<file path="src/verilog/icache_pkg.sv">
package icache_pkg;

  // cache geometry.
  localparam int offset_bits = 3;
  localparam int index_bits  = 5;
  localparam int tag_bits    = 8;
  localparam int cache_lines = 1 << index_bits;

  // bus widths.
  localparam int addr_bits    = 64;
  localparam int word_bits    = 64;
  localparam int mem_tag_bits = 4;

  typedef logic [addr_bits-1:0]    addr_t;
  typedef logic [word_bits-1:0]    word_t;
  typedef logic [mem_tag_bits-1:0] mem_tag_t;
  typedef logic [index_bits-1:0]   cache_index_t;
  typedef logic [tag_bits-1:0]     cache_tag_t;

  // tag value 0 is reserved for "no transaction".
  localparam mem_tag_t no_mem_tag = '0;

  typedef enum logic [1:0] {
    bus_none = 2'h0,
    bus_load = 2'h1
  } bus_command_t;

  // request towards memory, address is line aligned.
  typedef struct packed {
    bus_command_t command;
    addr_t        addr;
  } mem_req_t;

  // data beat from memory.
  typedef struct packed {
    mem_tag_t tag;
    word_t    data;
  } mem_data_t;

  // line fill from controller to the array.
  typedef struct packed {
    logic         en;
    cache_index_t index;
    cache_tag_t   tag;
    word_t        data;
  } cache_wr_t;

  // index field sits just above the byte offset.
  function automatic cache_index_t addr_index(addr_t addr);
    return addr[offset_bits +: index_bits];
  endfunction

  // tag field sits just above the index.
  function automatic cache_tag_t addr_tag(addr_t addr);
    return addr[offset_bits + index_bits +: tag_bits];
  endfunction

  function automatic addr_t line_addr(addr_t addr);
    addr_t aligned;
    aligned = addr;
    aligned[offset_bits-1:0] = '0;
    return aligned;
  endfunction

endpackage

</file>
<file path="src/verilog/icache_ctrl.sv">
`timescale 1ns/100ps

module icache_ctrl (
  input  logic                  clock,
  input  logic                  reset,
  input  icache_pkg::addr_t     fetch_addr,
  input  logic                  hit,
  input  icache_pkg::mem_tag_t  mem_response,
  input  icache_pkg::mem_data_t mem_data,
  output icache_pkg::mem_req_t  mem_req,
  output icache_pkg::cache_wr_t cache_wr
);

  // fields of the current fetch address.
  icache_pkg::cache_index_t current_index;
  icache_pkg::cache_tag_t   current_tag;

  // address seen in the previous cycle.
  icache_pkg::cache_index_t last_index;
  icache_pkg::cache_tag_t   last_tag;
  logic                     primed;

  // miss bookkeeping.
  logic                 miss_outstanding;
  icache_pkg::mem_tag_t held_tag;

  logic changed_addr;
  logic tag_held;
  logic send_request;
  logic granted;
  logic fill;

  assign current_index = icache_pkg::addr_index(fetch_addr);
  assign current_tag   = icache_pkg::addr_tag(fetch_addr);

  // first cycle out of reset is treated as a new address.
  assign changed_addr = !primed ||
                        (current_index != last_index) ||
                        (current_tag != last_tag);

  assign tag_held = (held_tag != icache_pkg::no_mem_tag);

  // ask memory until it hands out a tag.
  assign send_request = miss_outstanding && !changed_addr && !tag_held;

  // nonzero response means memory took the load.
  assign granted = send_request && (mem_response != icache_pkg::no_mem_tag);

  // only the beat carrying our own tag fills the line.
  assign fill = tag_held && !changed_addr && (mem_data.tag == held_tag);

  always_comb begin
    mem_req.command = send_request ? icache_pkg::bus_load : icache_pkg::bus_none;
    mem_req.addr    = icache_pkg::line_addr(fetch_addr);
  end

  always_comb begin
    cache_wr.en    = fill;
    cache_wr.index = current_index;
    cache_wr.tag   = current_tag;
    cache_wr.data  = mem_data.data;
  end

  // address tracking.
  always_ff @(posedge clock) begin
    if (reset) begin
      primed     <= 1'b0;
      last_index <= '0;
      last_tag   <= '0;
    end else begin
      primed     <= 1'b1;
      last_index <= current_index;
      last_tag   <= current_tag;
    end
  end

  // a new address restarts the miss, a fill ends it.
  always_ff @(posedge clock) begin
    if (reset) begin
      miss_outstanding <= 1'b0;
    end else if (changed_addr) begin
      miss_outstanding <= !hit;
    end else if (fill) begin
      miss_outstanding <= 1'b0;
    end
  end

  // granted tag is dropped on an address change so late beats are ignored.
  always_ff @(posedge clock) begin
    if (reset) begin
      held_tag <= icache_pkg::no_mem_tag;
    end else if (changed_addr || fill) begin
      held_tag <= icache_pkg::no_mem_tag;
    end else if (granted) begin
      held_tag <= mem_response;
    end
  end

endmodule

</file>
<file path="src/verilog/icache_mem.sv">
`timescale 1ns/100ps

module icache_mem (
  input  logic                     clock,
  input  logic                     reset,
  input  icache_pkg::cache_index_t index,
  input  icache_pkg::cache_tag_t   tag,
  input  icache_pkg::cache_wr_t    cache_wr,
  output logic                     hit,
  output icache_pkg::word_t        data
);

  // payload of one line.
  typedef struct packed {
    icache_pkg::cache_tag_t tag;
    icache_pkg::word_t      data;
  } line_t;

  line_t                              lines [icache_pkg::cache_lines];
  logic [icache_pkg::cache_lines-1:0] valid;

  line_t entry;
  logic  entry_valid;
  line_t fill_line;

  // combinational lookup.
  always_comb begin
    entry       = lines[index];
    entry_valid = valid[index];
  end

  assign hit  = entry_valid && (entry.tag == tag);
  assign data = entry.data;

  always_comb begin
    fill_line.tag  = cache_wr.tag;
    fill_line.data = cache_wr.data;
  end

  // line storage, written on a fill.
  always_ff @(posedge clock) begin
    if (cache_wr.en) begin
      lines[cache_wr.index] <= fill_line;
    end
  end

  // valid bits, cleared as a whole on reset.
  always_ff @(posedge clock) begin
    if (reset) begin
      valid <= '0;
    end else if (cache_wr.en) begin
      valid[cache_wr.index] <= 1'b1;
    end
  end

endmodule

</file>
<file path="src/verilog/icache_top.sv">
`timescale 1ns/100ps

module icache_top (
  input  logic                  clock,
  input  logic                  reset,
  input  icache_pkg::addr_t     fetch_addr,
  input  icache_pkg::mem_tag_t  mem_response,
  input  icache_pkg::mem_data_t mem_data,
  output icache_pkg::mem_req_t  mem_req,
  output icache_pkg::word_t     fetch_data,
  output logic                  fetch_valid
);

  icache_pkg::cache_index_t index;
  icache_pkg::cache_tag_t   tag;
  icache_pkg::cache_wr_t    cache_wr;
  icache_pkg::word_t        line_data;
  logic                     hit;

  // split the fetch address for the lookup.
  assign index = icache_pkg::addr_index(fetch_addr);
  assign tag   = icache_pkg::addr_tag(fetch_addr);

  icache_ctrl ctrl0 (
    .clock        (clock),
    .reset        (reset),
    .fetch_addr   (fetch_addr),
    .hit          (hit),
    .mem_response (mem_response),
    .mem_data     (mem_data),
    .mem_req      (mem_req),
    .cache_wr     (cache_wr)
  );

  icache_mem mem0 (
    .clock    (clock),
    .reset    (reset),
    .index    (index),
    .tag      (tag),
    .cache_wr (cache_wr),
    .hit      (hit),
    .data     (line_data)
  );

  // hit gives the word in the same cycle.
  assign fetch_valid = hit;
  assign fetch_data  = line_data;

endmodule

</file>
<file path="config.mk">
export PLATFORM = sky130hd
export DESIGN_NAME = icache_top
export DESIGN_NICKNAME = d
export VERILOG_FILES = /design/src/verilog/icache_pkg.sv /design/src/verilog/icache_ctrl.sv /design/src/verilog/icache_mem.sv /design/src/verilog/icache_top.sv
export SDC_FILE = /design/constraint.sdc
export NUM_CORES = 2
export LEC_CHECK = 0
export ABC_CLOCK_PERIOD_IN_PS = 8100
export BUFFER_PORTS_ARGS = -buffer_cell sky130_fd_sc_hd__buf_2
export CAP_MARGIN = 20
export CORE_ASPECT_RATIO = 0.5
export CORE_MARGIN = 2
export CORE_UTILIZATION = 29
export DETAILED_ROUTE_END_ITERATION = 12
export HOLD_SLACK_MARGIN = 0.15
export SLEW_MARGIN = 0
export SYNTH_ARGS = -nofsm -noshare
export SYNTH_HDL_FRONTEND = slang
export SYNTH_SLANG_ARGS = --single-unit
</file>
<file path="constraint.sdc">
create_clock -name clock -period 8.1 [get_ports clock]
set_input_delay 0 -clock clock [delete_from_list [all_inputs] [get_ports clock]]
set_output_delay 0 -clock clock [all_outputs]
set_load 0.02 [all_outputs]
</file>
# Yosys cells after proc, flatten, opt, wreduce, memory -nomap -nowiden
# Memory sizes are Yosys's and may differ from the RTL's.
# Index checks and enable logic that the tools add are counted.
[word_totals] ff_bits=51 mem_bits_rw=2304 inputBits=138 out_inout_bits=131 elab_cells=42 mem_count=1
[classes] n_lt_le_gt_ge=2 eq_ne=4 muxes=10 bitwise_logic=1 reduce_logical=18
[memory_table] name="mem0.lines" words=32 word_bits=72 rd=1 rd_ports_with_merged_regs=0 write_ports=1 line="icache_mem.sv:19" rtl="line_t lines [icache_pkg::cache_lines];"
[ops] op="$or 32x32->32" n=1
[ops] op="$eq 8x8->1" n=1
[ops] op="$mux 1" n=8
[ops] op="$ne 8x8->1" n=1
[ops] op="$reduce_bool 4->1" n=2
[ops] op="$logic_and 1x1->1" n=7
[ops] op="$lt 5x6->1 const B" n=1
[ops] op="$bmux 1 s5" n=1
[ops] op="$demux 1 s5" n=1
[ops] op="$ge 5x1->1 const B" n=1
[ops] op="$ne 5x5->1" n=1
[ops] op="$eq 4x4->1" n=1
[ops] op="$logic_not 1->1" n=4
[ops] op="$logic_or 1x1->1" n=3
[ops] op="$reduce_bool 2->1" n=1
[ops] op="$reduce_or 2->1" n=1

# Longest topological paths before layout
[logic_depth] depth_word=8 depth_mapped=11 mapped_depth_nobuf=7

# Modules after synthesis
# A second synthesis with hierarchy kept.
[unflattened] hier_cells=3851 area_unflattened_um2=90634.4
[modules_own_cells] module="icache_mem" instances=1 cells_each=3625 area_per_inst_um2=88738.9 seq_area_each_um2=69827.0
[modules_own_cells] module="icache_ctrl" instances=1 cells_each=226 area_per_inst_um2=1895.6 seq_area_each_um2=380.4

# Worst setup path before layout
# Ideal clock, no wire load.
[synth_path] kind="register -> register" from="register ctrl0.last_tag[2]" to="memory mem0.lines[11][0] (netlist name), enable pin" setup_ns=0.504 arrival_time_ns=4.390 required_time_ns=7.596 path_slack_ns=3.206 path_stages_with_launch=6 n_path_buf=0 path_cell_list="dfxtp_1 > xnor2_1 > nand4_2 > nor4_4 > nand4_1 > nor2_1"
[synth_between] elab_chain_cells=7
[synth_lines] item="start, declared" line="icache_ctrl.sv:20" rtl="icache_pkg::cache_tag_t last_tag;"
[synth_lines] item="start signal, assigned" line="icache_ctrl.sv:73" rtl="last_tag <= current_tag;"
[synth_lines] item="$ne 8x8->1" line="icache_ctrl.sv:39" rtl="(current_tag != last_tag);"
[synth_lines] item="$logic_or 1x1->1" line="icache_ctrl.sv:38" rtl="(current_index != last_index) ||"
[synth_lines] item="$logic_not 1->1" line="icache_ctrl.sv:50" rtl="assign fill = tag_held && !changed_addr && (mem_data.tag == held_tag);"
[synth_lines] item="$logic_and 1x1->1 (2 in a row)" line="icache_ctrl.sv:50"
[synth_lines] item="$mux 1" line="icache_mem.sv:42" rtl="if (cache_wr.en) begin"
[synth_lines] item="$mux 1 (implied by the code)" line="icache_mem.sv:43" rtl="lines[cache_wr.index] <= fill_line;"
[synth_lines] item="end, declared" line="icache_mem.sv:19"
# Every way passes these cells.

# Worst setup path in the final report
[layout_path] from="input fetch_addr[3]" to="output fetch_data[54]"
[layout_between] elab_chain_cells=1
[layout_lines] item="start, declared" line="icache_top.sv:6" rtl="input icache_pkg::addr_t fetch_addr,"
[layout_lines] item="$mem_v2 32x72"
[layout_lines] item="end, declared" line="icache_top.sv:10" rtl="output icache_pkg::word_t fetch_data,"
# Every way passes these cells.

==> results.py <==
metrics = {
    "finish": {
        "nets": 4444,
        "postLayoutCellArea_um2": 104000,
        "fillers": 28300,
        "drive_gt1_share_pct": 26.8,
        "utilization_pct": 33.9,
        "synthToLayoutAreaGrowth_pct": 16.2,
    },
    "critical_path": {
        "r2r_slack_ps": 3820,
        "critPathCaptureType": "output pin",
        "timing.critical_path.buf_inv": 6,
        "critPathMaxFanout": 104,
        "start_kind": "input port",
        "cp.required_ps": 8100,
        "cp_common_cell": "buf_4",
        "cp_cell_sequence": "dlygate4sd3_1 -> buf_8 -> buf_4 -> buf_4 -> buf_12 -> mux4_2 -> a22o_1 -> a221oi_2 -> o221ai_1 -> buf_2",
        "r2r-end": "mem0.lines[29][30]",
        "crit_type": "input port to output pin",
        "crit_end": "fetch_data[54]",
        "arrival_ps": 5320,
        "critPathTopFamily": "buffers and inverters",
        "max_stage_delay_ps": 810,
        "reg2reg_depth": 8,
        "startpoint": "fetch_addr[3]",
        "crit_slowest_cell": "buf_4",
        "timing.rr.start": "ctrl0.held_tag[0]",
        "path_depth": 10,
    },
    "global_route": {
        "grt_pass1_wl_mm": 323,
        "grt_max_degree": 125,
        "grt_pass1_vias": 43800,
        "antenna_found_initial": 14,
        "grt.overflow.total": 0,
        "grt_usage_pct": 14.2,
    },
    "routing": {
        "wl_per_cell_um": 26.9,
        "drt.antenna.violating_nets": 0,
        "wl_met3_mm": 15.7,
        "dr.max_layer_used": "met4",
        "drt_iter0_drc": 5025,
        "drt_first_pass_iters": 6,
        "wl_met2_mm": 117,
        "drcViolationCount": 0,
        "wl_met1_mm": 92.4,
        "num_vias": 43300,
        "routed_wl_mm": 231,
        "viasPerCell": 5.03,
    },
    "yosys": {
        "syn_area_um2": 89800,
        "yosys.area.top_type": "edfxtp_1",
        "syn_avg_cell_area_um2": 23.0,
        "ys_types": 56,
        "ys_top_cells_by_area": "edfxtp_1, mux4_2, mux2i_1",
        "async_reset_ff_share_pct": 0,
        "synth_edf_count": 2304,
        "synthMuxAreaShare_pct": 15.5,
        "yosys.area_share.simple_pct": 1.41,
        "synth_top_area_share_pct": 77.0,
        "synth_top_flop_cell": "edfxtp_1",
        "synth_top_family_by_area": "multiplexers",
        "synth-seq-cells": 2355,
        "synth_compound_area_share_pct": 2.70,
        "syn_inst": 3913,
        "yosysWarnings": 0,
        "synth_adder_area_share_pct": 0,
        "yosysSeqAreaShare_pct": 78.2,
        "synth_xor_area_share_pct": 0.251,
    },
    "floorplanning": {
        "fp.dieW_um": 791,
        "rows": 144,
        "io_pins": 269,
        "design.die.area_um2": 314000,
        "dieHeight_um": 398,
        "start_util_pct": 29.2,
        "core_um2": 308000,
    },
    "hold_path": {
        "hold_class": "input port to flip-flop",
    },
    "clock_tree": {
        "numCtsBuffers": 228,
        "clk_pin_slew_ps": 70,
        "htreeDepth": 4,
        "root_buffer": "clkbuf_16",
        "cts.sinks": 2355,
        "cts_resized": 0,
        "clk_latency_ps": 850,
        "cts_tree": "done",
        "cts_buffer_depth": 3,
    },
    "status": {
        "run_status": "complete, no violations",
    },
    "timing": {
        "fin_crit_sh_pct": 65.7,
        "skew_ps": 29.7,
        "fin_setup_tns_ps": 0,
        "finalSetupViolations": 0,
        "drv_slew": 0,
        "finalHoldViolCount": 0,
        "tightest_slew_ps": 1130,
        "min_period_ps": 5320,
        "rsz0062_at_grt": "no",
        "hold_slack_ps": 201,
        "maxSlewHeadroom_pct": 24.7,
        "max_freq_mhz": 188,
    },
    "placement": {
        "gp_congestion": 0.762,
        "dp_hpwl_mm": 116,
        "postPlaceCellArea_um2": 95300,
        "port-buffer-count": 165,
    },
    "run": {
        "max_cap_viol_count": 0,
    },
    "pwr": {
        "leakage_nw": 32.4,
        "irDropWorstVdd_v": 0.000172,
        "power_density_nw_per_um2": 239,
    },
}
synthesized netlist by cell type, types with 4 or more instances:
library cell,n
a22oi_1,108
o22ai_1,64
nor2b_1,13
edfxtp_1,2304
o21a_1,32
mux4_2,527
nor4_2,5
o22a_1,6
o221ai_1,29
buf_2,91
nor4_1,9
nand4_1,40
a21oi_1,9
a221oi_1,4
or2_1,4
a22o_1,23
buf_6,23
o211ai_1,4
buf_12,4
dfxtp_1,51
nand4b_1,4
buf_4,101
mux2i_1,202
nor2_1,31
clkbuf_1,44
xnor2_1,21
nor2_2,17
buf_1,10
a221oi_2,23
nand2_1,70
final cells by class:
type	instances	area (um2)	area share (%)
flip-flops and latches	2355	70200	67.2
diodes	2	5.00	0.00479
clock buffers	288	6100	5.84
well taps	4088	5110	4.90
clock inverters	142	1290	1.24
multi-input cells	1285	18100	17.4
repair buffers	433	3550	3.40
inverters	3	16.3	0.0156
worst min path at each step:
stage	from	end	slack, ps	cells after the start
after floorplan	reset	ctrl0.last_index[4]	70	1
after global placement	fetch_addr[16]	mem_req[16]	0.1	0
after detailed placement	fetch_addr[16]	mem_req[16]	0.1	0
after CTS	mem_data[65]	mem0.lines[27][16]	150	5
after global routing	mem_data[43]	mem0.lines[4][43]	210	2
final	mem_data[65]	mem0.lines[27][16]	200	5
routing by layer:
| metal | vias up | global-route usage, % |
|---|---|---|
| li1 | 17500 | - |
| met1 | 23600 | 18.8 |
| met2 | 1896 | 24.8 |
| met3 | 344 | 1.90 |
| met4 | 0 | 3.70 |
| met5 | - | 0 |
state kept, by name (all words and copies together), names as in the netlist:
signal,flops
ctrl0.held_tag,4
ctrl0.last_index,5
ctrl0.last_tag,8
ctrl0.miss_outstanding,1
ctrl0.primed,1
mem0.lines,2304
mem0.valid,32
cells in the final DEF (no fill, tap or decap), drive strengths merged, types with 6 or more instances in the layout:
master / synthesis / routed
dfxtp: 51 / 51
o21a: 32 / 32
clkbuf: 44 / 288
inv: 2 / 9
nand4: 41 / 41
dlygate4sd3: 0 / 162
bufinv: 0 / 22
clkinv: 1 / 104
o221ai: 29 / 29
mux2i: 202 / 202
or2: 6 / 6
xnor2: 23 / 23
o22ai: 64 / 64
nand2: 72 / 72
a21oi: 9 / 9
nor2b: 13 / 13
nor2: 48 / 48
o22a: 6 / 6
clkinvlp: 0 / 10
a22o: 23 / 23
buf: 229 / 271
edfxtp: 2304 / 2304
a22oi: 108 / 108
mux4: 528 / 528
nor4: 15 / 15
a221oi: 27 / 27
tightest hold or removal path, stage by stage:
cell and delay (ps):
buf_2 90, xnor2_1 70, and4_1 210, nand4_1 310
nor2_4 160
where the power goes:
part | internal (mW) | leakage, nW | switching, mW
sequential | 13.4 | 21.1 | 0.00201
combinational | 0.438 | 7.70 | 0.720
clock | 6.01 | 3.61 | 4.46
cell families (layout without fill, tap and decap cells):
group                  after synthesis  in the layout
other                                1              6
AO/OA/AOI/OAI                      304            304
AND/OR/NAND/NOR                    222            222
flip-flops                        2355           2355
XOR/XNOR                            24             24
multiplexers                       731            731
buffers and inverters              276            866
through the flow:
step / setup slack, ps / instances / total power, mW
2_1_floorplan: 3210 / 3916 / 14.3
3_3_place_gp: 3200 / 7995 / 14.7
3_5_place_dp: 3200 / 8000 / 14.7
4_1_cts: 2590 / 8591 / 25.1
5_1_grt: 2340 / 8595 / 25.6
6_report: 2780 / 8596 / 25.0
repair_timing:
item	CTS	global route
hold buffers	161	1
hold endpoints to repair	2393	1
buffers inserted	0	0
(Power assumes the default switching activity.)
